===== config.mk =====
export PLATFORM = sky130hd
export DESIGN_NAME = dataMem
export DESIGN_NICKNAME = d
export VERILOG_FILES = /design/src/hdl/dataMem.sv
export VERILOG_INCLUDE_DIRS = /design/src /design/src/hdl
export SDC_FILE = /design/constraint.sdc
export NUM_CORES = 2
export LEC_CHECK = 0
export BUFFER_PORTS_ARGS = -buffer_cell sky130_fd_sc_hd__buf_2
export CAP_MARGIN = 20
export CORE_MARGIN = 10
export CORE_UTILIZATION = 55
export CTS_CLUSTER_SIZE = 16
export DETAILED_ROUTE_END_ITERATION = 10
export PLACE_DENSITY_LB_ADDON = 0.3
export RECOVER_POWER = 50
export SYNTH_ARGS = -nofsm -noshare
export SYNTH_HDL_FRONTEND = slang
export SYNTH_SLANG_ARGS = --single-unit

===== constraint.sdc =====
create_clock -name clk -period 68.7 [get_ports clk]
set_input_delay 0 -clock clk [delete_from_list [all_inputs] [get_ports clk]]
set_output_delay 0 -clock clk [all_outputs]
set_load 0.02 [all_outputs]

===== src/hdl/rv_params.svh =====
`ifndef RV_PARAMS_SVH
`define RV_PARAMS_SVH

// ==========================================================================
// Core sizing
// ==========================================================================

// Data path and address width
`define XLEN 32

// Integer registers including x0
`define NREGS 32

// Data memory depth in words
`define DMEM_WORDS 64

`endif


===== src/hdl/dataMem.sv =====
`timescale 1ns/1ps
`include "rv_params.svh"

module dataMem (
  input  logic             clk,
  input  logic             reset,
  input  logic             we,
  input  logic [`XLEN-1:0] addr,
  input  logic [`XLEN-1:0] wd,
  output logic [`XLEN-1:0] rd
);

  localparam int AW = $clog2(`DMEM_WORDS);  // Word index width

  logic [`XLEN-1:0] mem [`DMEM_WORDS];
  logic [AW-1:0]    wordIdx;

  assign wordIdx = addr[AW+1:2];   // Byte address to word
  assign rd      = mem[wordIdx];   // Read in the same cycle

  always_ff @(posedge clk or posedge reset) begin
    if (reset) begin
      for (int i = 0; i < `DMEM_WORDS; i++) mem[i] <= '0;
    end else if (we) begin
      mem[wordIdx] <= wd;
    end
  end

  // Stores come from the pipeline with aligned in-range addresses
  assert property (@(posedge clk) disable iff (reset)
    we |-> (addr[1:0] == 2'b00 && addr < 4 * `DMEM_WORDS));

endmodule


==> qor.yml <==
status:
  status: "finished, violations left"
  violations: "capacitance limit, slew limit"
sta:
  finalHoldViolations: 0
  fin_crit_ns: 16.95
  finalClockSkew_ns: 0
  slew_violations: 2058
  setup_viol: 0
  slew_headroom_pct: -492
  period_share_pct: 24.7
  fmax_ghz: 0.0590
  fin_setup_tns_ns: 0
  tightest_slew_ns: 8.89
  rsz0062_at_grt: "no"
global_route:
  grt_use_met1_pct: 35.4
  grt_pass1_vias: 54100
  top_usage_layer: "met2"
  grt_use_met3_pct: 4.59
  antenna_found_initial: 5
  grt_use_met2_pct: 42.0
  overflow: 0
  grt_pass1_wl_um: 361000
  grtUsageTotal_pct: 26.1
  grt_max_degree: 184
setup_path:
  cp_cell_sequence: "clkbuf_1 -> clkbuf_1 -> clkbuf_1 -> nand2_1 -> nor3_1 -> nand2_1 -> clkbuf_1 -> mux2_2"
  end_kind: "register"
  crit_top_cell: "clkbuf_1"
  crit_buf_inv: 4
  crit_type: "in2reg"
  r2r_start: "mem[1201]"
  r2r_cells: 1
  r2r-end: "mem[1201]"
  crit_required_ns: 69.42
  cpPeakStageDelay_ns: 6.29
  crit_slowest_cell: "clkbuf_1"
  setup.worst_path.end: "mem[1648]"
  worst-path-stages: 8
  cp_max_fo: 125
  critPathTopFamily: "buffers and inverters"
  r2r_slack_ns: 67.88
  worst_setup_path_startpoint: "addr[4]"
  cp_data_arrival_time_ns: 17.67
  startpoint_type: "input pin"
synthesis:
  ys_top_cells_by_area: "dfrtp_1, mux2_2, mux4_2"
  synth_nets: 5758
  synth_top_area_share_pct: 55.9
  yosys.area.top_type: "dfrtp_1"
  synth.distinct_cells: 44
  yosysSeqAreaShare_pct: 55.9
  ys_ff_latch: 2048
  netlist_instances: 5691
  post_synth.cell_area_avg_um2: 16.1
  ys_warn_count: 0
  syn_area_mm2: 0.0917
pwr:
  power.switching_uw: 693
  intPower_mw: 2.22
  pwr-share-comb_pct: 12.2
  p_leak_nw: 46.7
  swShare_pct: 23.8
  power_density_mw_per_mm2: 28.9
  power.total_mw: 2.91
  vdd_drop_max_v: 0.0000282
  p_seq_share_pct: 49.6
  power_frac_clock_pct: 38.2
routing:
  post-route-drc-count: 0
  vias: 51100
  wl_per_cell_um: 30.4
  drt_first_pass_iters: 7
  drt_iter0_drc: 4378
  postRouteWirelength_um: 240000
  ant_nets: 0
  viasPerCell: 6.47
layout:
  layout_common_cells: "dfrtp_1, mux2_2, mux4_2, a22oi_1, clkbuf_16"
  fin_nets: 5608
  regMostFlops: "mem"
  layout-drive-gt1-share_pct: 53.2
  final_core_util_pct: 60.9
  largestRegisters: "mem: 2048 flops"
  largest_register_ffs: 2048
  final_common_cell: "dfrtp_1"
  area_growth_pct: 9.83
  layout.cells.non_filler: 7899
place:
  place_congestion: 0.789
  dp_cells: 7472
  io_buffers: 72
  dp_hpwl_um: 136000
cts:
  cts_made_buffers: 204
  cts_sinks: 2048
  clockBufferDepth: 3
  cts_root_buffer: "clkbuf_16"
  clkTransAtPathRegs_ns: 0.06
  clk_latency_ns: 0.85
  htreeDepth: 4
  cts_setup_buffers: 0
  cts_tree: "built"
floorplan:
  core-area_mm2: 0.165
  initial_core_util_pct: 55.5
  dieArea_mm2: 0.184
  boundaryPins: 99
  die_y_um: 428
  rows: 149
  die_w_um: 428
min_path:
  hold_path.class: "in2reg"
run:
  drv_cap: 59
[per-stage QoR]
stage	cell area (µm²)	setup slack (ns)	hold slack [ns]
2_1_floorplan	91700	10.85	0.346
3_3_place_gp	93600	62.74	0.208
3_5_place_dp	93600	62.54	0.218
4_1_cts	100000	62.25	0.00238
5_1_grt	101000	51.19	0.0691
6_report	101000	51.75	0.0426
[power by group through the flow]
| stage | logic [mW] | registers, mW | clock network (mW) |
|---|---|---|---|
| CTS | 0.353 | 1.44 | 1.13 |
| finish | 0.356 | 1.44 | 1.11 |
| floorplan | 0.286 | 1.45 | 0 |
| detailed placement | 0.351 | 1.46 | 0 |
| global route | 0.385 | 1.46 | 1.18 |
| global placement | 0.338 | 1.45 | 0 |
[cell type report]
type / instances / area [µm²]
diodes: 6 / 15.0
clock buffers: 324 / 6190
clock inverters: 45 / 510
fillers: 12100 / 64600
inverters: 3 / 12.5
multi-input cells: 3034 / 38000
flip-flops and latches: 2048 / 51200
well taps: 2189 / 2740
repair buffers: 250 / 2070
[how the worst min path moves through the flow]
| stage | from | slack, ns | endpoint | depth (start not counted) |
|---|---|---|---|---|
| detailed placement | reset | 0.22 | mem[144] | 2 |
| finish | wd[22] | 0.04 | mem[694] | 2 |
| CTS | wd[30] | 0.002 | mem[478] | 2 |
| floorplan | addr[4] | 0.35 | rd[30] | 3 |
| global route | wd[3] | 0.07 | mem[1443] | 3 |
| global placement | reset | 0.21 | mem[144] | 2 |
[what timing repair did]
item	CTS	global route
gates resized for setup	0	0
endpoints found under the hold margin	310	1018
hold buffers	7	19
setup endpoints to repair	0	0
[layer usage]
layer	wire, µm	up-vias	share of wire (%)
met3	14000	468	5.8
li1	-	21000	-
met4	9790	0	4.1
met5	0	-	0
met1	101000	28100	42
met2	116000	1481	48
[synthesized netlist by cell type (all sizes together)]
cell and count:
a31oi 1, a32o 1, mux2 2052, a32oi 8
clkinv 1, nand3b 2, nor3b 2, nor3 3
and4b 4, clkbuf 279, a21oi 1, buf 327
nor4b 5, nand4 62, nand2b 5, nor2b 4
a22o 2, mux4 510, dfrtp 2048, nor4 1
nand3 8, o21ai 1, a221oi 1, nor2 29
or2 30, nand2 44, and3b 2, inv 2
and4 3, nor4bb 5, and4bb 1, a22oi 239
and3 4, or3 3, and2 1
[logic make-up (layout without fill, tap and decap cells)]
| group | count (synthesis) | in the layout | synth area share (%) |
|---|---|---|---|
| compound gates | 254 | 254 | 2.10 |
| flops | 2048 | 2048 | 55.9 |
| mux | 2562 | 2562 | 37.7 |
| buf+inv | 609 | 622 | 2.93 |
| simple gates | 218 | 218 | 1.41 |
| other cells | 0 | 6 | 0 |
No activity file was read; power rests on OpenSTA's default activity.
