<file path="src/hdl/rv_params.svh">
`ifndef RV_PARAMS_SVH
`define RV_PARAMS_SVH

// ==========================================================================
// Core sizing
// ==========================================================================

// Data path and address width
`define XLEN 32

// Integer registers including x0
`define NREGS 32

// Data memory depth in words
`define DMEM_WORDS 64

`endif

</file>
<file path="src/hdl/regFile.sv">
`timescale 1ns/1ps
`include "rv_params.svh"

module regFile (
  input  logic             clk,
  input  logic             we,
  input  logic [4:0]       ra1,
  input  logic [4:0]       ra2,
  input  logic [4:0]       wa,
  input  logic [`XLEN-1:0] wd,
  output logic [`XLEN-1:0] rd1,
  output logic [`XLEN-1:0] rd2
);

  logic [`XLEN-1:0] regs [`NREGS];

  // One read port with x0 and the write bypass
  function automatic logic [`XLEN-1:0] readPort(input logic [4:0] ra);
    if (ra == 5'd0)
      return '0;
    else if (we && ra == wa)
      return wd;           // Value written this cycle
    else
      return regs[ra];
  endfunction

  always_ff @(posedge clk) begin
    if (we && wa != 5'd0) regs[wa] <= wd;  // x0 never stored
  end

  always_comb begin
    rd1 = readPort(ra1);
    rd2 = readPort(ra2);
  end

endmodule

</file>
<file path="config.mk">
export PLATFORM = sky130hd
export DESIGN_NAME = regFile
export DESIGN_NICKNAME = d
export VERILOG_FILES = /design/src/hdl/regFile.sv
export VERILOG_INCLUDE_DIRS = /design/src /design/src/hdl
export SDC_FILE = /design/constraint.sdc
export NUM_CORES = 1
export LEC_CHECK = 0
export BUFFER_PORTS_ARGS = -buffer_cell sky130_fd_sc_hd__buf_2
export CAP_MARGIN = 20
export CORE_UTILIZATION = 23
export DETAILED_ROUTE_END_ITERATION = 12
export HOLD_SLACK_MARGIN = 0.02
export SYNTH_ARGS = -nofsm -noshare
export SYNTH_HDL_FRONTEND = slang
export SYNTH_SLANG_ARGS = --single-unit
</file>
<file path="constraint.sdc">
create_clock -name clk -period 5.5 [get_ports clk]
set_input_delay 1.1 -clock clk [delete_from_list [all_inputs] [get_ports clk]]
set_output_delay 1.1 -clock clk [all_outputs]
set_load 0.01 [all_outputs]
</file>
==> impl_metrics.json, run 1 <==
{
  "synthArstFlopShare_pct": 0,
  "start_util_pct": 23.2,
  "yosys.area_share.adder_pct": 0,
  "drv_cap": 0,
  "portBuffers": 112,
  "crit_buf_inv": 6,
  "slowest_delay_ns": 0.80,
  "synth_top_family_by_area": "multiplexers",
  "yosysTopAreaCellShare_pct": 64.1,
  "tightest_slew_ns": 1.15,
  "synthToLayoutAreaGrowth_pct": 17.0,
  "hold-worst-slack_ns": 0.898,
  "crit_path_start_kind": "input pin",
  "register_area_mm2": 0.0307,
  "routed_wl_um": 166000,
  "end_kind": "output pin",
  "synth_edf_count": 1024,
  "first_pass_iters": 6,
  "clockBufferDepth": 3,
  "gp_congestion": 0.860,
  "max_slew_margin_pct": 23.1,
  "synthTopCellsByCount": "edfxtp_1 (1024), mux4_2 (409), mux2i_1 (209)",
  "synth_area_leader_cell": "edfxtp_1",
  "syn_area_per_cell_um2": 19.0,
  "drv_slew": 0,
  "min_period_ns": 5.33,
  "crit_path_top_delay_cell": "o31ai_1",
  "grt_use_met3_pct": 2.88,
  "hold_buffers": 0,
  "yosysMostFrequentCell": "edfxtp_1",
  "cts_sinks": 1024,
  "grt_use_met1_pct": 18.3,
  "dieArea_mm2": 0.210,
  "cts_root_buffer": "clkbuf_16",
  "fmax_mhz": 187,
  "place_hpwl_um": 104000,
  "power_w": 0.0171,
  "ys_warn_count": 0,
  "regMostFlops": "regs",
  "synthCells": 2524,
  "top_usage_layer": "met2",
  "tritoncts": "built",
  "yosysSeqAreaShare_pct": 64.1,
  "die_w_um": 459,
  "yosysUniqueCellTypes": 59,
  "rsz0062_at_grt": "false",
  "cp_data_required_time_ns": 4.40,
  "period_share_pct": 97.0,
  "hold_viol": 0,
  "grt_pass1_wl_um": 230000,
  "first_iter_violations": 3893,
  "row_count": 167,
  "ir_drop_v": 0.000192,
  "status": "finished clean",
  "fin_util_pct": 27.1,
  "cp_max_fo": 17,
  "post-place-ws_ns": 0.281,
  "setup-tns-final_ns": 0,
  "nNetsFinal": 2779,
  "synth_flop_cell": "edfxtp_1",
  "critical_path_arrival_ns": 4.23,
  "grt_use_met2_pct": 26.1,
  "grt_pass1_vias": 29000,
  "path_cells": "buf_2 -> buf_4 -> or3b_2 -> buf_4 -> o22ai_1 -> a2111oi_0 -> buf_4 -> o31ai_1 -> buf_4 -> buf_2",
  "die_y_um": 459,
  "p_per_area_mw_per_mm2": 305,
  "drc": 0,
  "critPathKind": "in -> out",
  "setup_viol": 0,
  "ys_seq_elements": 1024,
  "vias": 28900,
  "cts_made_buffers": 94,
  "synth_compound_area_share_pct": 6.25,
  "final_layout_size_suffix_gt1_share_pct": 32.7,
  "syn-cell-area_mm2": 0.0480,
  "synth_top_cells_by_area": "edfxtp_1 (64%), mux4_2 (19%), mux2i_1 (4.4%)",
  "wl_per_cell_um": 29.7,
  "cts_setup_buffers": 0,
  "antenna_found_initial": 30,
  "io_pins": 113,
  "setup_slack_ns": 0.166,
  "grt_max_degree": 68,
  "largest_reg_flops": 1024,
  "cp_common_cell": "buf_4",
  "nFillCells": 20500,
  "synth.area.mux_share_pct": 24.8,
  "reg_top3": "regs: 1024 flops",
  "cts_resized": 0,
  "avgViaCountPerCell": 5.16,
  "gr-total-overflow": 0,
  "synth-simple-area-share_pct": 2.21,
  "ant_nets": 0,
  "synth_xor_area_share_pct": 0.183,
  "hp-class": "in -> reg",
  "critPathTopFamily": "buffers and inverters",
  "core_area_mm2": 0.207,
  "multi_input_area_mm2": 0.0165,
  "grt.total_usage_pct": 15.4,
  "leakage_nw": 17.6,
  "clk_pin_slew_worst_paths_ns": 0.07,
  "htreeDepth": 3
}
[placed cells by master (no fill, tap or decap), types with 34 or more instances in the layout]
master,instances
o21ai_0,37
clkbuf_16,95
a22o_1,43
nand2_1,62
mux2i_1,209
buf_2,105
a221oi_1,35
mux4_2,409
edfxtp_1,1024
nor2_1,46
buf_12,34
a22oi_1,69
buf_4,142
o22ai_1,38
[metrics by stage]
step           std cells  area, µm²
6_report            5601      56100
4_1_cts             5591      56100
2_1_floorplan       2555      48100
3_3_place_gp        5419      53000
5_1_grt             5596      56100
3_5_place_dp        5422      53000
[logic make-up after synthesis]
kind of cell / Yosys count
flops: 1024
compound gates: 398
xor+xnor: 10
simple gates: 224
other cells: 1
buf+inv: 209
mux: 658
[cell type report]
class / count / area share [%]
diodes: 10 / 0.0446
clock buffers: 107 / 4.32
clock inverters: 62 / 1.08
inverters: 2 / 0.0134
multi-input cells: 1322 / 29.3
flip-flops and latches: 1024 / 54.8
well taps: 2788 / 6.22
repair buffers: 286 / 4.17
[per-layer routing]
metal  part of all wire [%]  up-vias  wire (µm)
met5                  0.079        -        132
met1                     36    15500      60400
met4                    6.0       22      10100
met2                     49     1692      82100
met3                    8.3      409      13900
li1                       -    11300          -
[worst paths after layout]
| path | from | depth (start not counted) | slack (ns) | endpoint |
|---|---|---|---|---|
| worst min-delay path | wd[25] | 1 | 0.90 | regs[20][25] |
| worst max-delay path | ra2[3] | 10 | 0.17 | rd2[13] |
[power by group]
part	internal [W]	switching, W
combinational	0.000678	0.00106
clock	0.00364	0.00300
sequential	0.00870	0.0000469
total	0.0130	0.00410
Power figures use the tool's default switching activity.
==> inputs of run 2 (changes only) <==
--- a/config.mk
+++ b/config.mk
@@ -8,6 +8,7 @@
 export LEC_CHECK = 0
 export BUFFER_PORTS_ARGS = -buffer_cell sky130_fd_sc_hd__buf_2
 export CAP_MARGIN = 20
+export CORE_MARGIN = 2
 export CORE_UTILIZATION = 23
 export DETAILED_ROUTE_END_ITERATION = 12
 export HOLD_SLACK_MARGIN = 0.02
==> run 2 against run 1 <==
Net effect:
- sequential power about the same
- clock power increased by 2%
- final cell count increased by 0.30%
- global-route usage about the same
- largest cell class unchanged
- critical path depth decreased by 2
- combinational power about the same
- first-iteration DRC count increased by 8.7%
- critical path type unchanged
- setup slack improved by 0.14 ns
- sequential share of layout area decreased by 0.11 points
- hold slack got worse by 0.077 ns
- fmax increased by 2.7%
==> impl_metrics.json, run 2 (synthesized netlist as in run 1, its figures left out) <==
{
  "status": "finished clean",
  "hold_path_end": "regs[29][3]",
  "dieArea_mm2": 0.212,
  "ir_drop_v": 0.000245,
  "setup_viol": 0,
  "antenna_found_initial": 30,
  "final_common_cell": "edfxtp_1",
  "hold-worst-slack_ns": 0.822,
  "nFillCells": 20600,
  "max_slew_margin_pct": 20.2,
  "first_pass_iters": 6,
  "drv_slew": 0,
  "place_hpwl_um": 107000,
  "nNetsFinal": 2784,
  "cp_max_fo": 20,
  "vias": 29000,
  "first_iter_violations": 4230,
  "largest_reg_flops": 1024,
  "cts_resized": 0,
  "cts_root_buffer": "clkbuf_16",
  "tightest_slew_ns": 1.19,
  "fmax_mhz": 193,
  "drc": 0,
  "cts_sinks": 1024,
  "crit_path_start_kind": "input pin",
  "final_layout_size_suffix_gt1_share_pct": 32.7,
  "critPathKind": "in -> out",
  "cts_setup_buffers": 0,
  "die_w_um": 461,
  "gp_congestion": 0.871,
  "startpoint": "ra2[3]",
  "hp-class": "in -> reg",
  "leakage_nw": 17.7,
  "rsz0062_at_grt": "false",
  "avgViaCountPerCell": 5.16,
  "cts_made_buffers": 99,
  "p_per_area_mw_per_mm2": 308,
  "portBuffers": 112,
  "fin_util_pct": 27.1,
  "reg_top3": "regs: 1024 flops",
  "synthToLayoutAreaGrowth_pct": 17.2,
  "start_util_pct": 23.2,
  "hold_buffers": 0,
  "htreeDepth": 3,
  "clockBufferDepth": 3,
  "grt.total_usage_pct": 15.5,
  "hold_depth": 1,
  "routed_wl_um": 168000,
  "grt_pass1_vias": 28800,
  "core_area_mm2": 0.207,
  "wl_per_cell_um": 30.0,
  "hold_viol": 0,
  "ant_nets": 0,
  "min_period_ns": 5.19,
  "row_count": 167,
  "critical_path_arrival_ns": 4.09,
  "end_kind": "output pin",
  "grt_max_degree": 64,
  "setup-tns-final_ns": 0,
  "worstHoldStart": "wd[3]",
  "die_y_um": 461,
  "tritoncts": "built",
  "period_share_pct": 94.4,
  "io_pins": 113,
  "gr-total-overflow": 0,
  "cp_data_required_time_ns": 4.40,
  "regMostFlops": "regs",
  "clk_pin_slew_worst_paths_ns": 0.07,
  "grt_pass1_wl_um": 232000,
  "drv_cap": 0,
  "mostFrequentLayoutCells": "edfxtp_1 (1024), mux4_2 (409), mux2i_1 (209)"
}
[run 2: cell count changes in the layout (fill, tap and decap cells not counted), sizes merged]
cell | before | now
clkbuf | 107 | 115
diode | 10 | 16
inv | 6 | 3
clkinv | 40 | 54
clkinvlp | 8 | 3
bufinv | 10 | 7
[run 2: worst max path at each step]
stage,end,slack [ns]
after global routing,rd2[13],0.42
after detailed placement,rd2[0],0.47
final,rd2[13],0.31
after floorplan,rd1[11],1.58
after global placement,rd2[0],0.45
after CTS,rd2[0],0.45
[run 2: through the flow]
stage	area [µm²]	total power [W]	std cells	setup WS, ns
after floorplan	48100	0.00987	2555	1.58
after global placement	53000	0.0106	5421	0.445
after detailed placement	53000	0.0106	5422	0.469
after CTS	56200	0.0173	5602	0.450
after global routing	56200	0.0177	5611	0.419
final	56200	0.0173	5618	0.308
[run 2: where the power goes]
group | leakage, nW | internal [W] | switching, W
clock network | 1.54 | 0.00370 | 0.00310
registers | 9.25 | 0.00870 | 0.0000466
logic | 6.90 | 0.000673 | 0.00106
total | 17.7 | 0.0131 | 0.00421
[run 2: cell type report]
type,count,area (µm²),share of cell area [%]
sequential,1024,30700,54.7
multi-input combinational,1322,16500,29.3
tap,2788,3490,6.21
clock buffer,115,2580,4.59
timing repair buffer,286,2300,4.10
clock inverter,65,578,1.03
antenna,16,40.0,0.0712
inverter,2,7.51,0.0134
[run 2: critical path, stage by stage]
cell	delay [ns]
buf_2	0.61
nor2b_2	0.78
buf_4	0.30
a22o_1	0.17
a2111oi_0	0.07
o31ai_1	0.58
buf_4	0.29
buf_2	0.15
[run 2: layer usage]
metal,vias to the layer above,track usage (%),part of all wire (%)
met4,14,6.98,4.6
met2,1761,26.0,49
li1,11300,-,-
met5,-,0,0.052
met3,341,2.82,8.6
met1,15500,19.4,38
