[src/hdl/rv_params.svh]
`ifndef RV_PARAMS_SVH
`define RV_PARAMS_SVH

// ==========================================================================
// Core sizing
// ==========================================================================

// Data path and address width
`define XLEN 32

// Integer registers including x0
`define NREGS 32

// Data memory depth in words
`define DMEM_WORDS 64

`endif

[src/hdl/rvIsaPkg.sv]
package rvIsaPkg;

  // ==========================================================================
  // Opcodes of the supported integer subset
  // ==========================================================================
  typedef enum logic [6:0] {
    opLoad   = 7'b0000011,  // lw
    opStore  = 7'b0100011,  // sw
    opReg    = 7'b0110011,  // add sub and or slt
    opImm    = 7'b0010011,  // addi andi ori slti
    opBranch = 7'b1100011,  // beq
    opJal    = 7'b1101111
  } opcodeT;

  // Field layouts, msb first
  typedef struct packed {
    logic [6:0] funct7;
    logic [4:0] rs2;
    logic [4:0] rs1;
    logic [2:0] funct3;
    logic [4:0] rd;
    opcodeT     opcode;
  } rTypeT;

  typedef struct packed {
    logic [11:0] imm;
    logic [4:0]  rs1;
    logic [2:0]  funct3;
    logic [4:0]  rd;
    opcodeT      opcode;
  } iTypeT;

  typedef struct packed {
    logic [6:0] immHi;   // imm[11:5]
    logic [4:0] rs2;
    logic [4:0] rs1;
    logic [2:0] funct3;
    logic [4:0] immLo;   // imm[4:0]
    opcodeT     opcode;
  } sTypeT;

  typedef struct packed {
    logic       imm12;
    logic [5:0] imm10to5;
    logic [4:0] rs2;
    logic [4:0] rs1;
    logic [2:0] funct3;
    logic [3:0] imm4to1;
    logic       imm11;
    opcodeT     opcode;
  } bTypeT;

  typedef struct packed {
    logic       imm20;
    logic [9:0] imm10to1;
    logic       imm11;
    logic [7:0] imm19to12;
    logic [4:0] rd;
    opcodeT     opcode;
  } jTypeT;

  // One instruction word, five views
  typedef union packed {
    rTypeT r;
    iTypeT i;
    sTypeT s;
    bTypeT b;
    jTypeT j;
  } instrU;

  // ALU operations actually produced by the decoder
  typedef enum logic [2:0] {
    aluAdd = 3'd0,
    aluSub = 3'd1,
    aluAnd = 3'd2,
    aluOr  = 3'd3,
    aluSlt = 3'd4
  } aluOpT;

  // Immediate formats
  typedef enum logic [1:0] {immI, immS, immB, immJ} immSelT;

endpackage

[src/hdl/pipePkg.sv]
`include "rv_params.svh"

package pipePkg;
  import rvIsaPkg::*;

  // ==========================================================================
  // Control and select encodings
  // ==========================================================================
  typedef enum logic [1:0] {resAlu, resMem, resPcPlus4} resultSelT;

  // Operand source in execute
  typedef enum logic [1:0] {fwdNone, fwdFromWb, fwdFromMem} fwdSelT;

  typedef struct packed {
    logic      regWrite;
    resultSelT resultSel;
    logic      memWrite;
    logic      branch;     // beq
    logic      jump;       // jal
    aluOpT     aluOp;
    logic      aluSrcImm;  // Immediate as second operand
  } ctrlT;

  // ==========================================================================
  // Stage registers
  // ==========================================================================
  typedef struct packed {
    instrU             instr;
    logic [`XLEN-1:0]  pc;
    logic [`XLEN-1:0]  pcPlus4;
  } decRegT;

  typedef struct packed {
    ctrlT              ctrl;
    logic [`XLEN-1:0]  rd1;
    logic [`XLEN-1:0]  rd2;
    logic [`XLEN-1:0]  pc;
    logic [`XLEN-1:0]  imm;
    logic [4:0]        rs1;
    logic [4:0]        rs2;
    logic [4:0]        rd;
    logic [`XLEN-1:0]  pcPlus4;
  } exeRegT;

  typedef struct packed {
    logic              regWrite;
    resultSelT         resultSel;
    logic              memWrite;
    logic [`XLEN-1:0]  aluResult;  // Also the store address
    logic [`XLEN-1:0]  writeData;
    logic [4:0]        rd;
    logic [`XLEN-1:0]  pcPlus4;
  } memRegT;

  typedef struct packed {
    logic              regWrite;
    resultSelT         resultSel;
    logic [`XLEN-1:0]  aluResult;
    logic [`XLEN-1:0]  readData;
    logic [4:0]        rd;
    logic [`XLEN-1:0]  pcPlus4;
  } wbRegT;

endpackage

[src/hdl/decodeUnit.sv]
`timescale 1ns/1ps
`include "rv_params.svh"

module decodeUnit
  import rvIsaPkg::*, pipePkg::*;
(
  input  instrU            instr,
  output ctrlT             ctrl,
  output logic [`XLEN-1:0] imm
);

  immSelT immSel;
  aluOpT  aluFn;   // ALU op from funct fields

  // ==========================================================================
  // Main decoder
  // ==========================================================================
  always_comb begin
    ctrl   = '0;     // Inactive bundle unless opcode known
    immSel = immI;
    case (instr.r.opcode)
      opLoad: begin
        ctrl.regWrite  = 1'b1;
        ctrl.resultSel = resMem;
        ctrl.aluSrcImm = 1'b1;  // Base plus offset
      end
      opStore: begin
        ctrl.memWrite  = 1'b1;
        ctrl.aluSrcImm = 1'b1;
        immSel         = immS;
      end
      opReg: begin
        ctrl.regWrite = 1'b1;
        ctrl.aluOp    = aluFn;
      end
      opImm: begin
        ctrl.regWrite  = 1'b1;
        ctrl.aluOp     = aluFn;
        ctrl.aluSrcImm = 1'b1;
      end
      opBranch: begin
        ctrl.branch = 1'b1;
        ctrl.aluOp  = aluSub;   // Equal when difference is zero
        immSel      = immB;
      end
      opJal: begin
        ctrl.regWrite  = 1'b1;
        ctrl.resultSel = resPcPlus4;  // Link value
        ctrl.jump      = 1'b1;
        immSel         = immJ;
      end
      default: ;
    endcase
  end

  // ALU decoder
  always_comb begin
    case (instr.r.funct3)
      3'b000: begin
        // Sub only exists in R-type
        if (instr.r.opcode == opReg && instr.r.funct7[5])
          aluFn = aluSub;
        else
          aluFn = aluAdd;
      end
      3'b010:  aluFn = aluSlt;
      3'b110:  aluFn = aluOr;
      3'b111:  aluFn = aluAnd;
      default: aluFn = aluAdd;
    endcase
  end

  // ==========================================================================
  // Immediate extension
  // ==========================================================================
  always_comb begin
    case (immSel)
      immS: imm = {{(`XLEN-12){instr.s.immHi[6]}}, instr.s.immHi, instr.s.immLo};
      immB: imm = {{(`XLEN-12){instr.b.imm12}}, instr.b.imm11, instr.b.imm10to5,
                   instr.b.imm4to1, 1'b0};
      immJ: imm = {{(`XLEN-20){instr.j.imm20}}, instr.j.imm19to12, instr.j.imm11,
                   instr.j.imm10to1, 1'b0};
      default: imm = {{(`XLEN-12){instr.i.imm[11]}}, instr.i.imm};  // I format
    endcase
  end

endmodule

[config.mk]
export PLATFORM = sky130hd
export DESIGN_NAME = decodeUnit
export DESIGN_NICKNAME = d
export VERILOG_FILES = /design/src/hdl/rvIsaPkg.sv /design/src/hdl/pipePkg.sv /design/src/hdl/decodeUnit.sv
export VERILOG_INCLUDE_DIRS = /design/src /design/src/hdl
export SDC_FILE = /design/constraint.sdc
export NUM_CORES = 1
export LEC_CHECK = 0
export BUFFER_PORTS_ARGS = -buffer_cell sky130_fd_sc_hd__buf_2
export CAP_MARGIN = 5
export CORE_ASPECT_RATIO = 1.1
export CORE_MARGIN = 4
export CORE_UTILIZATION = 31
export DETAILED_ROUTE_END_ITERATION = 12
export GPL_TIMING_DRIVEN = 0
export PLACE_DENSITY = 0.84
export SYNTH_ARGS = -nofsm -noshare
export SYNTH_HDL_FRONTEND = slang
export SYNTH_SLANG_ARGS = --single-unit
[constraint.sdc]
create_clock -name vclk -period 1.2
set_input_delay 0.12 -clock vclk [all_inputs]
set_output_delay 0.12 -clock vclk [all_outputs]
set_load 0.02 [all_outputs]
==> report_table.html <==
<table>
<tr><th>Metric</th><th>Value</th></tr>
<tr><th colspan="2">Layout</th></tr>
<tr><td>Area growth from synthesis to final layout</td><td>112.2%</td></tr>
<tr><td># nets final</td><td>169</td></tr>
<tr><td>Area used by sequential logic in the layout</td><td>0 um^2</td></tr>
<tr><td>Sequential cell count</td><td>0</td></tr>
<tr><td>Fraction of final layout cells sized beyond drive strength 1</td><td>78.52%</td></tr>
<tr><td>Leading cell types in the layout, fill and taps excluded</td><td>48 x sky130_fd_sc_hd__buf_2, 27 x sky130_fd_sc_hd__buf_4, 16 x sky130_fd_sc_hd__buf_6</td></tr>
<tr><td>Number of clock-tree buffers in the layout</td><td>0</td></tr>
<tr><td>Inserted Diodes</td><td>0</td></tr>
<tr><td>Most frequent standard cell in the layout excluding fill and tap cells</td><td>sky130_fd_sc_hd__buf_2</td></tr>
<tr><th colspan="2">STA</th></tr>
<tr><td>Worst hold margin</td><td>0.4570 ns</td></tr>
<tr><td>Setup violators final</td><td>7</td></tr>
<tr><td>Post-Route Setup TNS</td><td>-0.1670 ns</td></tr>
<tr><td>Highest Clock Rate</td><td>806.5 MHz</td></tr>
<tr><td>Number of pins exceeding their max-slew limit in the final report</td><td>0</td></tr>
<tr><td>Fin crit period</td><td>1.240 ns</td></tr>
<tr><td>Share of the clock period used by the worst path after layout</td><td>103.3%</td></tr>
<tr><td>Setup repair after global routing missed its margin</td><td>true</td></tr>
<tr><td>Number of failing hold endpoints at the final stage</td><td>0</td></tr>
<tr><td>Worst max-slew margin expressed relative to the limit</td><td>84.36%</td></tr>
<tr><td>Slew @ Worst Pin</td><td>0.2312 ns</td></tr>
<tr><td>Setup slack after layout</td><td>-0.03987 ns</td></tr>
<tr><th colspan="2">Logic synthesis</th></tr>
<tr><td>Synthesized area divided by synthesized cell count</td><td>7.971 um^2</td></tr>
<tr><td>Share of the yosys chip area belonging to registers</td><td>0%</td></tr>
<tr><td>Area share of the largest cell type after synthesis</td><td>28.86%</td></tr>
<tr><td>Synth Warn #</td><td>0</td></tr>
<tr><td>Cell Area, Synth</td><td>494.2 um^2</td></tr>
<tr><td>Area contributors post-synth</td><td>sky130_fd_sc_hd__buf_4 29%, sky130_fd_sc_hd__a21o_1 14%, sky130_fd_sc_hd__mux2_4 12%, sky130_fd_sc_hd__nand4bb_4 5.6%, sky130_fd_sc_hd__nand2b_4 2.8%</td></tr>
<tr><td>Synthesized net count</td><td>94</td></tr>
<tr><td>Synth unique cells</td><td>26</td></tr>
<tr><td>Cells after Synth</td><td>62</td></tr>
<tr><td>Most area-hungry cell type in the Yosys netlist</td><td>sky130_fd_sc_hd__buf_4</td></tr>
<tr><th colspan="2">Critical path</th></tr>
<tr><td>Type of origin of the critical path</td><td>input port</td></tr>
<tr><td>Ordered list of cells on the worst path</td><td>buf_6 -&gt; nand4bb_4 -&gt; nand2b_4 -&gt; mux2_4 -&gt; buf_6</td></tr>
<tr><td>Critical path destination</td><td>imm[2]</td></tr>
<tr><td>Cell depth of the worst setup path</td><td>5</td></tr>
<tr><td>Cell type group with the largest total delay on the critical path</td><td>simple AND/OR/NAND/NOR gates</td></tr>
<tr><td>Launch point of the critical path</td><td>instr[3]</td></tr>
<tr><td>Sort of element at the end of the critical path</td><td>output pin</td></tr>
<tr><td>Data required time at the worst endpoint</td><td>1.08 ns</td></tr>
<tr><td>Largest incremental delay on the critical path</td><td>0.32 ns</td></tr>
<tr><td>Critical path's most frequent cell</td><td>sky130_fd_sc_hd__buf_6</td></tr>
<tr><td>Buffers and inverters on the worst path</td><td>2</td></tr>
<tr><td>Slowest stage cell on the critical path</td><td>sky130_fd_sc_hd__mux2_4</td></tr>
<tr><td>Critical path data arrival time</td><td>1.12 ns</td></tr>
<tr><td>Peak fanout along the critical path</td><td>6</td></tr>
<tr><td>Critical path class</td><td>in -&gt; out</td></tr>
<tr><th colspan="2">Floorplan</th></tr>
<tr><td>Initial core utilization</td><td>34.41%</td></tr>
<tr><td>Area of the core</td><td>1436 um^2</td></tr>
<tr><td>Die width</td><td>46.07 um</td></tr>
<tr><td>Y dimension of the die</td><td>49.88 um</td></tr>
<tr><td>Die area</td><td>2298 um^2</td></tr>
<tr><td>Top-level port count</td><td>74</td></tr>
<tr><td>Row Count</td><td>14</td></tr>
<tr><th colspan="2">Pwr</th></tr>
<tr><td>Internal Pwr Total</td><td>190.9 uW</td></tr>
<tr><td>VDD IR max</td><td>0.2147 mV</td></tr>
<tr><td>Switch Pwr</td><td>179.8 uW</td></tr>
<tr><td>Clk pwr share</td><td>0%</td></tr>
<tr><td>Switching portion of total power</td><td>48.50%</td></tr>
<tr><td>Relative contribution of sequential cells to total power</td><td>0%</td></tr>
<tr><td>Leakage power figure</td><td>0.0006317 uW</td></tr>
<tr><td>Fraction of power consumed by combinational cells</td><td>100.0%</td></tr>
<tr><td>Power density relative to cell area</td><td>353.6 nW/um^2</td></tr>
<tr><th colspan="2">Routing</th></tr>
<tr><td>Wire length per cell after detailed routing</td><td>12.58 um</td></tr>
<tr><td>First drt pass iteration count</td><td>4</td></tr>
<tr><td>Final Routed Wirelength</td><td>1.899 mm</td></tr>
<tr><td>Number of antenna-violating nets in the routed design</td><td>0</td></tr>
<tr><td>Number of vias in the routed layout</td><td>698</td></tr>
<tr><td>Average vias per placed instance</td><td>4.623</td></tr>
<tr><td>Drt first-iter violations</td><td>4</td></tr>
<tr><td>Remaining DRCs</td><td>0</td></tr>
<tr><th colspan="2">Global route</th></tr>
<tr><td>Total Routing Usage GR</td><td>13.99%</td></tr>
<tr><td>Global-route wire length before repair</td><td>2.628 mm</td></tr>
<tr><td>Antenna violations before repair</td><td>0</td></tr>
<tr><td>Total congestion overflow</td><td>0</td></tr>
<tr><td>Pin count of the biggest net entering global routing</td><td>15</td></tr>
<tr><td>Number of global-route vias before repair</td><td>639</td></tr>
<tr><th colspan="2">Placed design</th></tr>
<tr><td>HPWL reported at the end of detailed placement</td><td>1.464 mm</td></tr>
<tr><td>Count of buffers inserted at the top-level ports</td><td>69</td></tr>
<tr><td>Final GP Congestion</td><td>0.7850</td></tr>
<tr><th colspan="2">Min path</th></tr>
<tr><td>Class of the worst hold path</td><td>in -&gt; out</td></tr>
<tr><td>Number of cells on the worst hold path</td><td>2</td></tr>
<tr><th colspan="2">Run</th></tr>
<tr><td>Max-cap violations</td><td>0</td></tr>
<tr><th colspan="2">Status</th></tr>
<tr><td>Failing checks</td><td>negative setup slack</td></tr>
<tr><td>Status</td><td>finished with violations</td></tr>
<tr><th colspan="2">Clocking</th></tr>
<tr><td>Hold Buf Count CTS</td><td>0</td></tr>
</table>
Yosys cell counts:
cell type,instances
sky130_fd_sc_hd__a21o_1,9
sky130_fd_sc_hd__or2_1,1
sky130_fd_sc_hd__nand4_1,1
sky130_fd_sc_hd__o21a_1,1
sky130_fd_sc_hd__nor2_1,3
sky130_fd_sc_hd__nand2b_1,1
sky130_fd_sc_hd__a32o_1,1
sky130_fd_sc_hd__a21oi_1,2
sky130_fd_sc_hd__mux2i_1,1
sky130_fd_sc_hd__and2_1,1
sky130_fd_sc_hd__buf_6,1
sky130_fd_sc_hd__and2b_1,1
sky130_fd_sc_hd__o22ai_1,2
sky130_fd_sc_hd__nand2_1,1
sky130_fd_sc_hd__nor3_1,2
sky130_fd_sc_hd__nor4_2,1
sky130_fd_sc_hd__nor2_2,1
sky130_fd_sc_hd__o211ai_1,1
sky130_fd_sc_hd__nand4bb_4,1
sky130_fd_sc_hd__nor4bb_1,1
sky130_fd_sc_hd__inv_1,3
sky130_fd_sc_hd__mux2_4,4
sky130_fd_sc_hd__o21ai_0,1
sky130_fd_sc_hd__nand2b_4,1
sky130_fd_sc_hd__buf_4,19
sky130_fd_sc_hd__nand3b_2,1
cells by family (layout without fill, tap and decap cells):
kind of cell | after synthesis | count (layout) | synth area share (%)
compound gates | 17 | 17 | 24.30
buf+inv | 23 | 95 | 33.42
mux | 5 | 5 | 14.18
simple gates | 17 | 18 | 28.10
routing by layer:
layer	track usage (%)	vias up	wire length, um
met5	0	-	0
met4	0	0	0
met3	1.091	0	325
met2	25.69	56	917
met1	18.06	292	655
li1	-	350	-
worst min-delay path by stage:
stage / to / slack [ns] / startpoint
after detailed placement: imm[9] / 0.46 / instr[29]
after global placement: imm[6] / 0.46 / instr[26]
after CTS: imm[6] / 0.46 / instr[26]
after global routing: imm[9] / 0.47 / instr[29]
after floorplan: ctrl[3] / 0.29 / instr[12]
final: imm[6] / 0.46 / instr[26]
power by group through the flow:
stage               clock, uW  combinational, uW  sequential (uW)
finish                      0                371                0
global route                0                397                0
CTS                         0                334                0
detailed placement          0                311                0
global placement            0                305                0
floorplan                   0                188                0
per-stage QoR:
| step | setup WS [ns] | cells | utilization, % | cell area (um^2) | power (uW) |
|---|---|---|---|---|---|
| after global placement | -0.1308 | 147 | 60.19 | 864.6 | 304.8 |
| after CTS | -0.03091 | 149 | 64.98 | 933.4 | 333.9 |
| after global routing | -0.06200 | 151 | 73.00 | 1049 | 396.9 |
| final | -0.03987 | 151 | 73.00 | 1049 | 370.7 |
| after floorplan | -0.03533 | 62 | - | 499.2 | 188.2 |
| after detailed placement | -0.1546 | 147 | 60.19 | 864.6 | 311.3 |
final cells by class:
cell class | instances | area, um^2
Inverter | 3 | 11.26
Timing Repair Buffer | 73 | 495.5
Fill cell | 108 | 387.9
Buffer | 19 | 142.6
Tap cell | 16 | 20.02
Multi-Input combinational cell | 40 | 379.1
repair_timing:
action / CTS / global route
gates resized for setup: 15 / 29
pin swaps: 4 / 4
setup endpoints to repair: 20 / 19
cloned: 0 / 1
buffers inserted: 3 / 1
No activity file was read; power rests on OpenSTA's default activity.
