`src/hdl/rv_params.svh`:
```
`ifndef RV_PARAMS_SVH
`define RV_PARAMS_SVH

// ==========================================================================
// Core sizing
// ==========================================================================

// Data path and address width
`define XLEN 32

// Integer registers including x0
`define NREGS 32

// Data memory depth in words
`define DMEM_WORDS 64

`endif

```
`src/hdl/rvIsaPkg.sv`:
```
package rvIsaPkg;

  // ==========================================================================
  // Opcodes of the supported integer subset
  // ==========================================================================
  typedef enum logic [6:0] {
    opLoad   = 7'b0000011,  // lw
    opStore  = 7'b0100011,  // sw
    opReg    = 7'b0110011,  // add sub and or slt
    opImm    = 7'b0010011,  // addi andi ori slti
    opBranch = 7'b1100011,  // beq
    opJal    = 7'b1101111
  } opcodeT;

  // Field layouts, msb first
  typedef struct packed {
    logic [6:0] funct7;
    logic [4:0] rs2;
    logic [4:0] rs1;
    logic [2:0] funct3;
    logic [4:0] rd;
    opcodeT     opcode;
  } rTypeT;

  typedef struct packed {
    logic [11:0] imm;
    logic [4:0]  rs1;
    logic [2:0]  funct3;
    logic [4:0]  rd;
    opcodeT      opcode;
  } iTypeT;

  typedef struct packed {
    logic [6:0] immHi;   // imm[11:5]
    logic [4:0] rs2;
    logic [4:0] rs1;
    logic [2:0] funct3;
    logic [4:0] immLo;   // imm[4:0]
    opcodeT     opcode;
  } sTypeT;

  typedef struct packed {
    logic       imm12;
    logic [5:0] imm10to5;
    logic [4:0] rs2;
    logic [4:0] rs1;
    logic [2:0] funct3;
    logic [3:0] imm4to1;
    logic       imm11;
    opcodeT     opcode;
  } bTypeT;

  typedef struct packed {
    logic       imm20;
    logic [9:0] imm10to1;
    logic       imm11;
    logic [7:0] imm19to12;
    logic [4:0] rd;
    opcodeT     opcode;
  } jTypeT;

  // One instruction word, five views
  typedef union packed {
    rTypeT r;
    iTypeT i;
    sTypeT s;
    bTypeT b;
    jTypeT j;
  } instrU;

  // ALU operations actually produced by the decoder
  typedef enum logic [2:0] {
    aluAdd = 3'd0,
    aluSub = 3'd1,
    aluAnd = 3'd2,
    aluOr  = 3'd3,
    aluSlt = 3'd4
  } aluOpT;

  // Immediate formats
  typedef enum logic [1:0] {immI, immS, immB, immJ} immSelT;

endpackage

```
`src/hdl/pipePkg.sv`:
```
`include "rv_params.svh"

package pipePkg;
  import rvIsaPkg::*;

  // ==========================================================================
  // Control and select encodings
  // ==========================================================================
  typedef enum logic [1:0] {resAlu, resMem, resPcPlus4} resultSelT;

  // Operand source in execute
  typedef enum logic [1:0] {fwdNone, fwdFromWb, fwdFromMem} fwdSelT;

  typedef struct packed {
    logic      regWrite;
    resultSelT resultSel;
    logic      memWrite;
    logic      branch;     // beq
    logic      jump;       // jal
    aluOpT     aluOp;
    logic      aluSrcImm;  // Immediate as second operand
  } ctrlT;

  // ==========================================================================
  // Stage registers
  // ==========================================================================
  typedef struct packed {
    instrU             instr;
    logic [`XLEN-1:0]  pc;
    logic [`XLEN-1:0]  pcPlus4;
  } decRegT;

  typedef struct packed {
    ctrlT              ctrl;
    logic [`XLEN-1:0]  rd1;
    logic [`XLEN-1:0]  rd2;
    logic [`XLEN-1:0]  pc;
    logic [`XLEN-1:0]  imm;
    logic [4:0]        rs1;
    logic [4:0]        rs2;
    logic [4:0]        rd;
    logic [`XLEN-1:0]  pcPlus4;
  } exeRegT;

  typedef struct packed {
    logic              regWrite;
    resultSelT         resultSel;
    logic              memWrite;
    logic [`XLEN-1:0]  aluResult;  // Also the store address
    logic [`XLEN-1:0]  writeData;
    logic [4:0]        rd;
    logic [`XLEN-1:0]  pcPlus4;
  } memRegT;

  typedef struct packed {
    logic              regWrite;
    resultSelT         resultSel;
    logic [`XLEN-1:0]  aluResult;
    logic [`XLEN-1:0]  readData;
    logic [4:0]        rd;
    logic [`XLEN-1:0]  pcPlus4;
  } wbRegT;

endpackage

```
`src/hdl/hazardUnit.sv`:
```
`timescale 1ns/1ps

module hazardUnit
  import pipePkg::*;
(
  input  logic [4:0] rs1D,
  input  logic [4:0] rs2D,
  input  logic [4:0] rs1E,
  input  logic [4:0] rs2E,
  input  logic [4:0] rdE,
  input  logic [4:0] rdM,
  input  logic [4:0] rdW,
  input  logic       loadE,
  input  logic       regWriteM,
  input  logic       regWriteW,
  input  logic       taken,
  output fwdSelT     fwdA,
  output fwdSelT     fwdB,
  output logic       stallF,
  output logic       stallD,
  output logic       flushD,
  output logic       flushE
);

  logic loadStall;

  // Newest writer wins
  function automatic fwdSelT pickFwd(input logic [4:0] rs);
    if (rs == 5'd0)                    return fwdNone;     // x0 never forwarded
    else if (regWriteM && rs == rdM)   return fwdFromMem;
    else if (regWriteW && rs == rdW)   return fwdFromWb;
    else                               return fwdNone;
  endfunction

  always_comb begin
    fwdA = pickFwd(rs1E);
    fwdB = pickFwd(rs2E);
  end

  // Load result only exists after memory stage
  assign loadStall = loadE && rdE != 5'd0 && (rs1D == rdE || rs2D == rdE);

  assign stallF = loadStall;
  assign stallD = loadStall;
  assign flushD = taken;
  assign flushE = loadStall || taken;  // Bubble into execute

  // Load and branch are never the same execute instruction
  always_comb begin
    assert final (!(stallD === 1'b1 && flushD === 1'b1));
  end

endmodule

```
`config.mk`:
```
export PLATFORM = sky130hd
export DESIGN_NAME = hazardUnit
export DESIGN_NICKNAME = d
export VERILOG_FILES = /design/src/hdl/rvIsaPkg.sv /design/src/hdl/pipePkg.sv /design/src/hdl/hazardUnit.sv
export VERILOG_INCLUDE_DIRS = /design/src /design/src/hdl
export SDC_FILE = /design/constraint.sdc
export NUM_CORES = 1
export LEC_CHECK = 0
export ABC_CLOCK_PERIOD_IN_PS = 1500
export BUFFER_PORTS_ARGS = -buffer_cell sky130_fd_sc_hd__clkbuf_2
export CAP_MARGIN = 20
export CORE_UTILIZATION = 34
export DETAILED_ROUTE_END_ITERATION = 10
export GPL_ROUTABILITY_DRIVEN = 0
export PLACE_DENSITY = 0.86
export SLEW_MARGIN = 10
export SYNTH_ARGS = -nofsm -noshare
export SYNTH_HDL_FRONTEND = slang
export SYNTH_SLANG_ARGS = --single-unit
```
`constraint.sdc`:
```
create_clock -name vclk -period 1.5
set_clock_uncertainty 0.15 [all_clocks]
set_input_delay 0.3 -clock vclk [all_inputs]
set_output_delay 0.3 -clock vclk [all_outputs]
set_load 0.01 [all_outputs]
```
==> out/summary.md, run 1 <==
Synthesized cell area: 444.2 µm². The worst setup path is of the in -> out kind. Setup repair after global routing could not meet its margin everywhere.

Max-slew violation total from the final report: 0. The slew of the pin with the lowest slew margin works out to 337.5 ps. For the static leakage power, the log shows 0.4609 nW.

Data on the critical path arrives at its endpoint at 1390 ps. The die is 38.15 µm wide. Max-cap violations in this run came to 0. The synthesized design spends more area on one cell type than any other, namely xor2_1. During placement, the flow inserted port buffers numbering 47. The tools report the share of the core filled with cells as 0.7922. The number of nets in the synthesized netlist is 97.

The checks that failed: negative setup slack. The initial antenna violation count is 0. The launch point of the worst path is rs2E[2]. In the routed layout, each cell is associated on average with a via count of 4.800. The core region area was 1156 µm²; the cell depth of the worst hold path was 2. After layout, the minimum clock period comes to 1843 ps. For this block, the initial DRC count from the detailed router was 11.

Data on the critical path is required at its endpoint by 1050 ps. Compared with the post-synthesis result, the final layout area differs by 106.2%. The run gives 655.5 ps as the minimum hold slack. After legalization and detailed placement, the total HPWL measured 1314 µm.

The most common cell in the synthesized netlist is xor2_1. The run finished, with violations left. STA classifies the critical path endpoint as an output port.

In the synthesized netlist, the cells that appear most often are 21 x xor2_1, 8 x xnor2_1, 5 x nor3_1. For the maximum number of pins on one net before global-route repair, the log shows 4. IR analysis of the VDD net gives a maximum drop of 0.1659 mV. There are 0 flip-flops and latches. The proportion of layout cells with a drive suffix above 1 came out at 0.6638. The tools report the number of remaining DRC errors as 0. The post-route fraction of the period consumed by the critical path was 1.228. The clock buffers instantiated in the layout total 0. The tools report the initial cell density of the core as 0.3842.

The die is 38.15 µm tall. Yosys attributes the largest share of cell area to xor2_1 41%, xnor2_1 16%, nor3_1 5.6%. 0 antenna diodes ended up in the layout. The final layout contains 157 nets.

Buffers added to address setup during post-CTS repair amount to 0. The maximum fanout along the worst path came out at 3. The number of hold-slack violations in the final timing report was 0; the total wire length was 1806 µm. Dividing the synthesized area by the synthesized cell count gives 7.658 µm².

The synthesized netlist contains 21 unique library cells. The hold path startpoint is taken. Derived from the worst setup path, the maximum achievable clock frequency is 542.7 MHz. The run gives 0.2034 as the overall routing resource usage. The wire length of the first global-routing pass came out at 2152 µm. Power spread over the standard cell area amounts to 272.8 nW/µm².

The cell count after synthesis is 58, and the row count is 12. The tools report the via count of the first global-routing pass as 506. Registers take 0 µm². For hold timing, the worst endpoint is flushD. The routed layout has 624 vias. The number of ports placed on the die boundary is 47, and the sequential area share after synthesis is 0. For the final routed database, the setup TNS stands at -1706 ps. The relative slew slack was 0.7731; the area of the die was 1455 µm². The setup slack after layout was -342.6 ps; the share of the synthesized area in the top cell type was 0.4141. The detail route stage leaves a number of antenna-violating nets equal to 0. At the placement stage, the worst setup path has a slack of -291.2 ps.

Setup violations remaining at the end of the flow were counted as 7. The first detailed-routing pass ran for 4 iterations. The min-delay analysis places its worst path in the category in -> out. In the final routed layout, each cell accounts on average for 13.89 µm. The worst setup path is launched from an input port. The logs give 0 for the overall overflow remaining after global route and 0 for the synthesis warning total.
==> how the worst max path moves through the flow <==
stage,to,slack (ps),depth (start not counted)
after floorplan,stallF,-130,4
after global placement,fwdA[1],-220,6
after detailed placement,flushE,-290,7
after CTS,fwdA[1],-230,6
after global routing,fwdB[0],-420,6
final,fwdB[0],-340,6
==> power by group <==
part | internal, mW | switching (mW) | total, mW
clock | 0 | 0 | 0
sequential | 0 | 0 | 0
combinational | 0.137 | 0.113 | 0.250
==> per-stage QoR <==
stage	power (mW)	cell area, µm²	instances
4_1_cts	0.2232	840.8	130
3_3_place_gp	0.1964	782.0	130
6_report	0.2498	915.9	130
2_1_floorplan	0.08465	446.7	58
3_5_place_dp	0.2035	782.0	130
5_1_grt	0.2663	915.9	130
==> worst max-delay path: stages <==
cell and delay (ps):
buf_8 100, xor2_1 150, nor4_1 350, nand3_1 160
nor4b_2 190, buf_2 140
==> metal layers <==
layer | track usage | wire (µm) | up-vias
met5 | 0 | 0 | -
met4 | 0.04464 | 18 | 0
met3 | 0.01744 | 53 | 2
met2 | 0.3517 | 1024 | 14
met1 | 0.2692 | 711 | 295
li1 | - | - | 313
==> cell usage in the layout, fill, tap and decap left out, drive strengths merged <==
master,synthesis,final
nor4,3,3
nor3,5,5
buf,2,25
nor2,5,5
clkbuf,0,35
xnor2,8,8
or4,2,2
xor2,21,21
nand3,2,2
a21boi,1,1
inv,1,1
nand4,1,1
a21oi,1,1
o21bai,1,1
nand2,1,1
nor4b,1,1
a22oi,1,1
o21ai,1,1
and3,1,1
==> cell families after synthesis <==
kind of cell              share of synthesized area
xor gates and xnor gates                     0.5718
and+or+nand+nor                              0.2958
buffers and inverters                       0.04224
AOI/OAI and AO/OA                           0.09014
==> timing repair <==
| item | in CTS | in global routing |
|---|---|---|
| gates resized for setup | 10 | 26 |
| pin swaps | 11 | 10 |
| setup endpoints to repair | 7 | 7 |
| hold buffers | 0 | 0 |
==> final cells by class <==
type	instances	area [µm²]
multi-input combinational	55	494.2
timing repair buffer	60	400.4
inverter	1	3.754
fill	78	240.2
tap	14	17.52
No activity file was read; power rests on OpenSTA's default activity.
==> inputs of run 2 (changes only) <==
--- a/config.mk
+++ b/config.mk
@@ -12,7 +12,7 @@
 export CORE_UTILIZATION = 34
 export DETAILED_ROUTE_END_ITERATION = 10
 export GPL_ROUTABILITY_DRIVEN = 0
-export PLACE_DENSITY = 0.86
+export PLACE_DENSITY = 0.93
 export SLEW_MARGIN = 10
 export SYNTH_ARGS = -nofsm -noshare
 export SYNTH_HDL_FRONTEND = slang
==> out/summary.md, run 2 (same netlist as run 1, synthesis figures left out) <==
The area taken by flip-flops and latches came out at 0 µm². The overall overflow remaining after global route was 0; the part of the power in the clock network was 0. Across the VDD grid, the largest voltage drop is 0.2281 mV. The die is 38.15 µm tall.

In the routed design, unresolved DRC markers number 0. The core region area is 1156 µm², and the overall routing resource usage is 0.2391. The die covers 1455 µm². The post-route fraction of the period consumed by the critical path is 1.207, and the number of hold buffers added after cts is 0. The internal power of the cells totals 145.8 µW. The fraction of power consumed by combinational cells was 1.000.

STA classifies the critical path endpoint as an output port. The run gives 0.3842 as the initial cell density of the core. Summed over all nets, the switching power comes to 127.1 µW.

The run gives 667.5 ps as the minimum hold slack. Final antenna diode count: 0. With fillers left out, the area of the finished cells amounts to 970.9 µm².

The path type of the worst min-delay path was in -> out. The layout overhead on the synthesized area was 118.6%; the row count was 12. The count of buffers added on input and output ports is 47.

The max-slew violation total from the final report was 0. The finished layout holds 132 standard cells, fillers aside. Power spread over the standard cell area amounts to 281.1 nW/µm².

The flow ran to the end, but the final reports show violations. The count of endpoints failing setup in the final report is 7, and the number of fill cells is 72. The final route contains 679 vias. Via count of the first global-routing pass: 555.

Number of vias per cell: 5.144. The run gives 1050 ps as the data required time at the worst endpoint. The static leakage power came out at 0.4885 nW. The proportion of layout cells with a drive suffix above 1 came out at 0.6864.

The relative slew slack came out at 0.8152. Capture point of the worst path: fwdB[0]. The switching power share of the total is 0.4657, and the initial antenna violation count is 0. OpenSTA, run right after detailed placement, puts the worst setup slack at -344.3 ps. After detailed routing, the total wire length is 2171 µm. The leading cell type in the layout, fill and taps excluded was clkbuf_2. Subtracting the final worst setup slack from the clock period gives 1810 ps. At the pin with the least slew margin, the transition time is 275.2 ps. Setup repair after global routing could not meet its margin everywhere. The final reports fail on negative setup slack.

The layout has 0 clock buffers. After detailed placement, the total cell area comes to 789.5 µm². Data on the critical path arrives at its endpoint at 1360 ps.

The die boundary width is 38.15 µm. The tools report the wire length of the first global-routing pass as 2456 µm. Reported max-cap violation count: 0. The tools report the number of ports placed on the die boundary as 47. The tools report the number of hold-slack violations in the final timing report as 0. The count of sequential standard cells is 0. The worst setup path is launched from an input port. In this run, the number of DRC markers left after iteration 0 of detailed routing was 17.

In this run the worst path has a maximum fanout of 2. Dividing the detail-routed wire length by the instance count gives 16.45 µm. In this run the worst setup path begins at rdM[4]. The setup slack after layout came out at -310.1 ps. In this run, placement finished with an instance count of 131. The run gives 4 as the maximum number of pins on one net before global-route repair. The critical path in this run is classified as in -> out. Once detail routing completed, the nets flagged for antenna violations numbered 0. The run gives 159 as the number of nets in the final layout. In the layout the commonest cells are 33 x clkbuf_2, 19 x xor2_1, 13 x buf_4. The HPWL after detailed placement is 1378 µm. Portion of total power attributed to sequential cells: 0.

The number of optimization iterations in the first detailed-route pass came out at 4. The run gives 552.5 MHz as the fmax. The share of the core filled with cells was 0.8398.
run 2: power groups by stage:
stage	Sequential, mW	Clock (mW)	Combinational (mW)
final	0	0	0.273
after global routing	0	0	0.289
after CTS	0	0	0.219
after detailed placement	0	0	0.205
after global placement	0	0	0.198
after floorplan	0	0	0.0846
run 2: layer usage:
layer	track usage	part of all wire
met4	0	0.027
met5	0	0
met2	0.5042	0.55
met1	0.2674	0.39
met3	0.01163	0.025
run 2: worst max-delay path: stages:
cell and delay (ps):
buf_8 100, xor2_2 180, nor4_2 310, nand3_1 170, nor4b_4 160, buf_2 140
run 2: worst min-delay path by stage:
stage | start | to | slack [ps] | depth (start not counted)
CTS | taken | flushD | 660 | 2
floorplan | taken | flushD | 540 | 1
detailed placement | taken | flushD | 660 | 2
global placement | taken | flushD | 650 | 2
finish | taken | flushD | 670 | 2
global route | taken | flushD | 670 | 2
run 2: area by class of cell:
cell class | instances | area, µm² | share of cell area
Tap cell | 14 | 17.52 | 0.01804
Timing Repair Buffer | 62 | 419.2 | 0.4317
Multi-Input combinational cell | 55 | 530.5 | 0.5464
Inverter | 1 | 3.754 | 0.003866
run 2: stage by stage:
stage | TNS (ps) | power [mW]
after floorplan | -162.3 | 0.08465
after global placement | -1278 | 0.1976
after detailed placement | -1714 | 0.2047
after CTS | -1548 | 0.2186
after global routing | -2024 | 0.2887
final | -1792 | 0.2729
run 2: what timing repair did:
| action | 4_1_cts | 5_1_grt |
|---|---|---|
| pin swaps | 6 | 13 |
| buffers inserted | 1 | 0 |
| gates resized for setup | 5 | 40 |
| gates cloned | 0 | 0 |
| setup endpoints to repair | 7 | 7 |
==> inputs of run 3 (changes only) <==
--- a/config.mk
+++ b/config.mk
@@ -7,12 +7,13 @@
 export NUM_CORES = 1
 export LEC_CHECK = 0
 export ABC_CLOCK_PERIOD_IN_PS = 1500
-export BUFFER_PORTS_ARGS = -buffer_cell sky130_fd_sc_hd__clkbuf_2
 export CAP_MARGIN = 20
-export CORE_UTILIZATION = 34
+export CORE_AREA = 2 2 39 41
 export DETAILED_ROUTE_END_ITERATION = 10
+export DIE_AREA = 0 0 41 43
+export DONT_BUFFER_PORTS = 1
 export GPL_ROUTABILITY_DRIVEN = 0
-export PLACE_DENSITY = 0.93
+export PLACE_DENSITY = 0.6
 export SLEW_MARGIN = 10
 export SYNTH_ARGS = -nofsm -noshare
 export SYNTH_HDL_FRONTEND = slang
==> out/summary.md, run 3 (same netlist as run 1, synthesis figures left out) <==
The category of the critical setup timing path was in -> out. The sequential cells in the finished layout cover a total of 0 µm². Initial antenna violation count: 0. The number of nets in the final layout is 99, and the slew of the pin with the lowest slew margin is 383.1 ps. After detailed placement, the total cell area comes to 466.7 µm². For this run the aggregate overflow at the end of global routing stands at 0.

Entering global routing, the biggest net connects 5 pins. The run finished, with violations left. For this block, the via count after detailed routing is 425. For this design the top-level I/O count stands at 47. 0 antenna diodes ended up in the layout. After floorplanning, the core was sized to cover 1384 µm². Sequential cells placed in the final layout were counted as 0. The max-slew violation total from the final report came out at 0. The tools report the relative slew slack as 0.7446. Max-cap violations in this run came to 0.

Post-CTS timing repair inserted 0 buffers for setup. STA puts the critical path data required time at 1050 ps. The run gives 0.1239 as the overall routing resource usage.

The number of buffers inserted by port buffering came out at 0. The post-placement cell count was 74; the total net switching power was 50.82 µW. The final standard cell area without fillers was 541.8 µm²; the peak supply drop was 0.07254 mV.

The minimum hold slack is 450.1 ps, and the die height is 43 µm. The via count of the first global-routing pass is 465. Setup repair after global routing could not meet its margin everywhere. The largest single stage delay on the critical path is 270 ps. The number of vias per cell is 5.743, and the initial cell density of the core is 0.3210. The part of the power in the clock network was 0; the proportion of layout cells with a drive suffix above 1 was 0.2931. The number of standard cells in the layout, taps in and fillers out is 74, and the die boundary width is 41 µm. The logs give 1180 µm for the total wire length and 0 for the number of hold-slack violations in the final timing report. The first detailed-routing pass ran for 4 iterations. The tools report the share of the core filled with cells as 0.3915. The tools report the startpoint type of the worst setup path as an input port.

The maximum fanout along the worst path is 4. The final reports fail on negative setup slack. Static timing analysis puts the maximum clock frequency at 628.0 MHz.

The setup slack after layout is -92.47 ps, and the post-placement setup slack is -78.41 ps. The number of remaining DRC errors was 0; the static leakage power was 0.1839 nW. The first routing iteration left 5 violations. The filler cells instantiated in the layout total 144. The time the final worst path needs with I/O delays and setup was 1592 ps. Dividing total power by cell area gives a power density of 208.2 nW/µm². The portion of total power attributed to sequential cells is 0. The critical path goes through xor2_1 > nor4_1 > and3_1 > a21boi_4. The library cell used most frequently in the layout, excluding fill and tap cells, is xor2_1.

For the total internal power, the log shows 61.98 µW. The path type of the worst min-delay path is in -> out. The setup total negative slack was -361.9 ps. The switching power share of the total works out to 0.4505. Together, buffers and inverters on the worst path number 0. The nature of the critical path endpoint was an output port. Setup violations remaining at the end of the flow were counted as 7. The tools report the wire length of the first global-routing pass as 1573 µm.

For the HPWL after detailed placement, the log shows 992.5 µm. The tools report the row count as 14. The fraction of power consumed by combinational cells was 1.000. The antenna violation net count after detailed routing came out at 0.

The area growth from synthesis to layout is 21.97%. The run gives 112.8 µW as the overall power of the completed layout. In the layout the commonest cells are 20 x xor2_1, 8 x xnor2_1, 3 x nor3_2. The die covers 1763 µm².

In the finished layout, the clock tree contains a buffer count of 0. The post-route fraction of the period consumed by the critical path works out to 1.062. Among all stages on the critical path, the largest delay is contributed by nor4_1. Dividing the detail-routed wire length by the instance count gives 15.95 µm. The cell family contributing the most delay on the critical path is simple AND/OR/NAND/NOR gates.

STA puts the critical path data arrival time at 1140 ps.
[run 3: layout make-up]
type | instances | area (µm²) | share of cell area
Inverter | 1 | 3.754 | 0.006928
Timing Repair Buffer | 2 | 15.01 | 0.02771
Multi-Input combinational cell | 55 | 503.0 | 0.9284
Tap cell | 16 | 20.02 | 0.03695
[run 3: metal layers]
metal	GRT usage	vias to the layer above	wire (µm)
met3	0.04712	0	218
met2	0.2625	44	657
met1	0.09810	183	305
li1	-	198	-
met4	0	0	0
met5	0	-	0
[run 3: final timing paths]
check	start	end	slack [ps]	cells after the start
setup / recovery	rs1E[0]	fwdA[1]	-90	4
hold / removal	taken	flushD	450	0
[run 3: timing repair]
item | in CTS | in global routing
hold buffers | 0 | 0
cloned | 0 | 0
setup endpoints to repair | 7 | 7
pin swaps | 8 | 5
resized for setup | 7 | 6
[run 3: power by group through the flow]
stage | clock network, mW | registers, mW | logic (mW)
6_report | 0 | 0 | 0.113
3_5_place_dp | 0 | 0 | 0.0918
4_1_cts | 0 | 0 | 0.0993
2_1_floorplan | 0 | 0 | 0.0846
3_3_place_gp | 0 | 0 | 0.0895
5_1_grt | 0 | 0 | 0.127
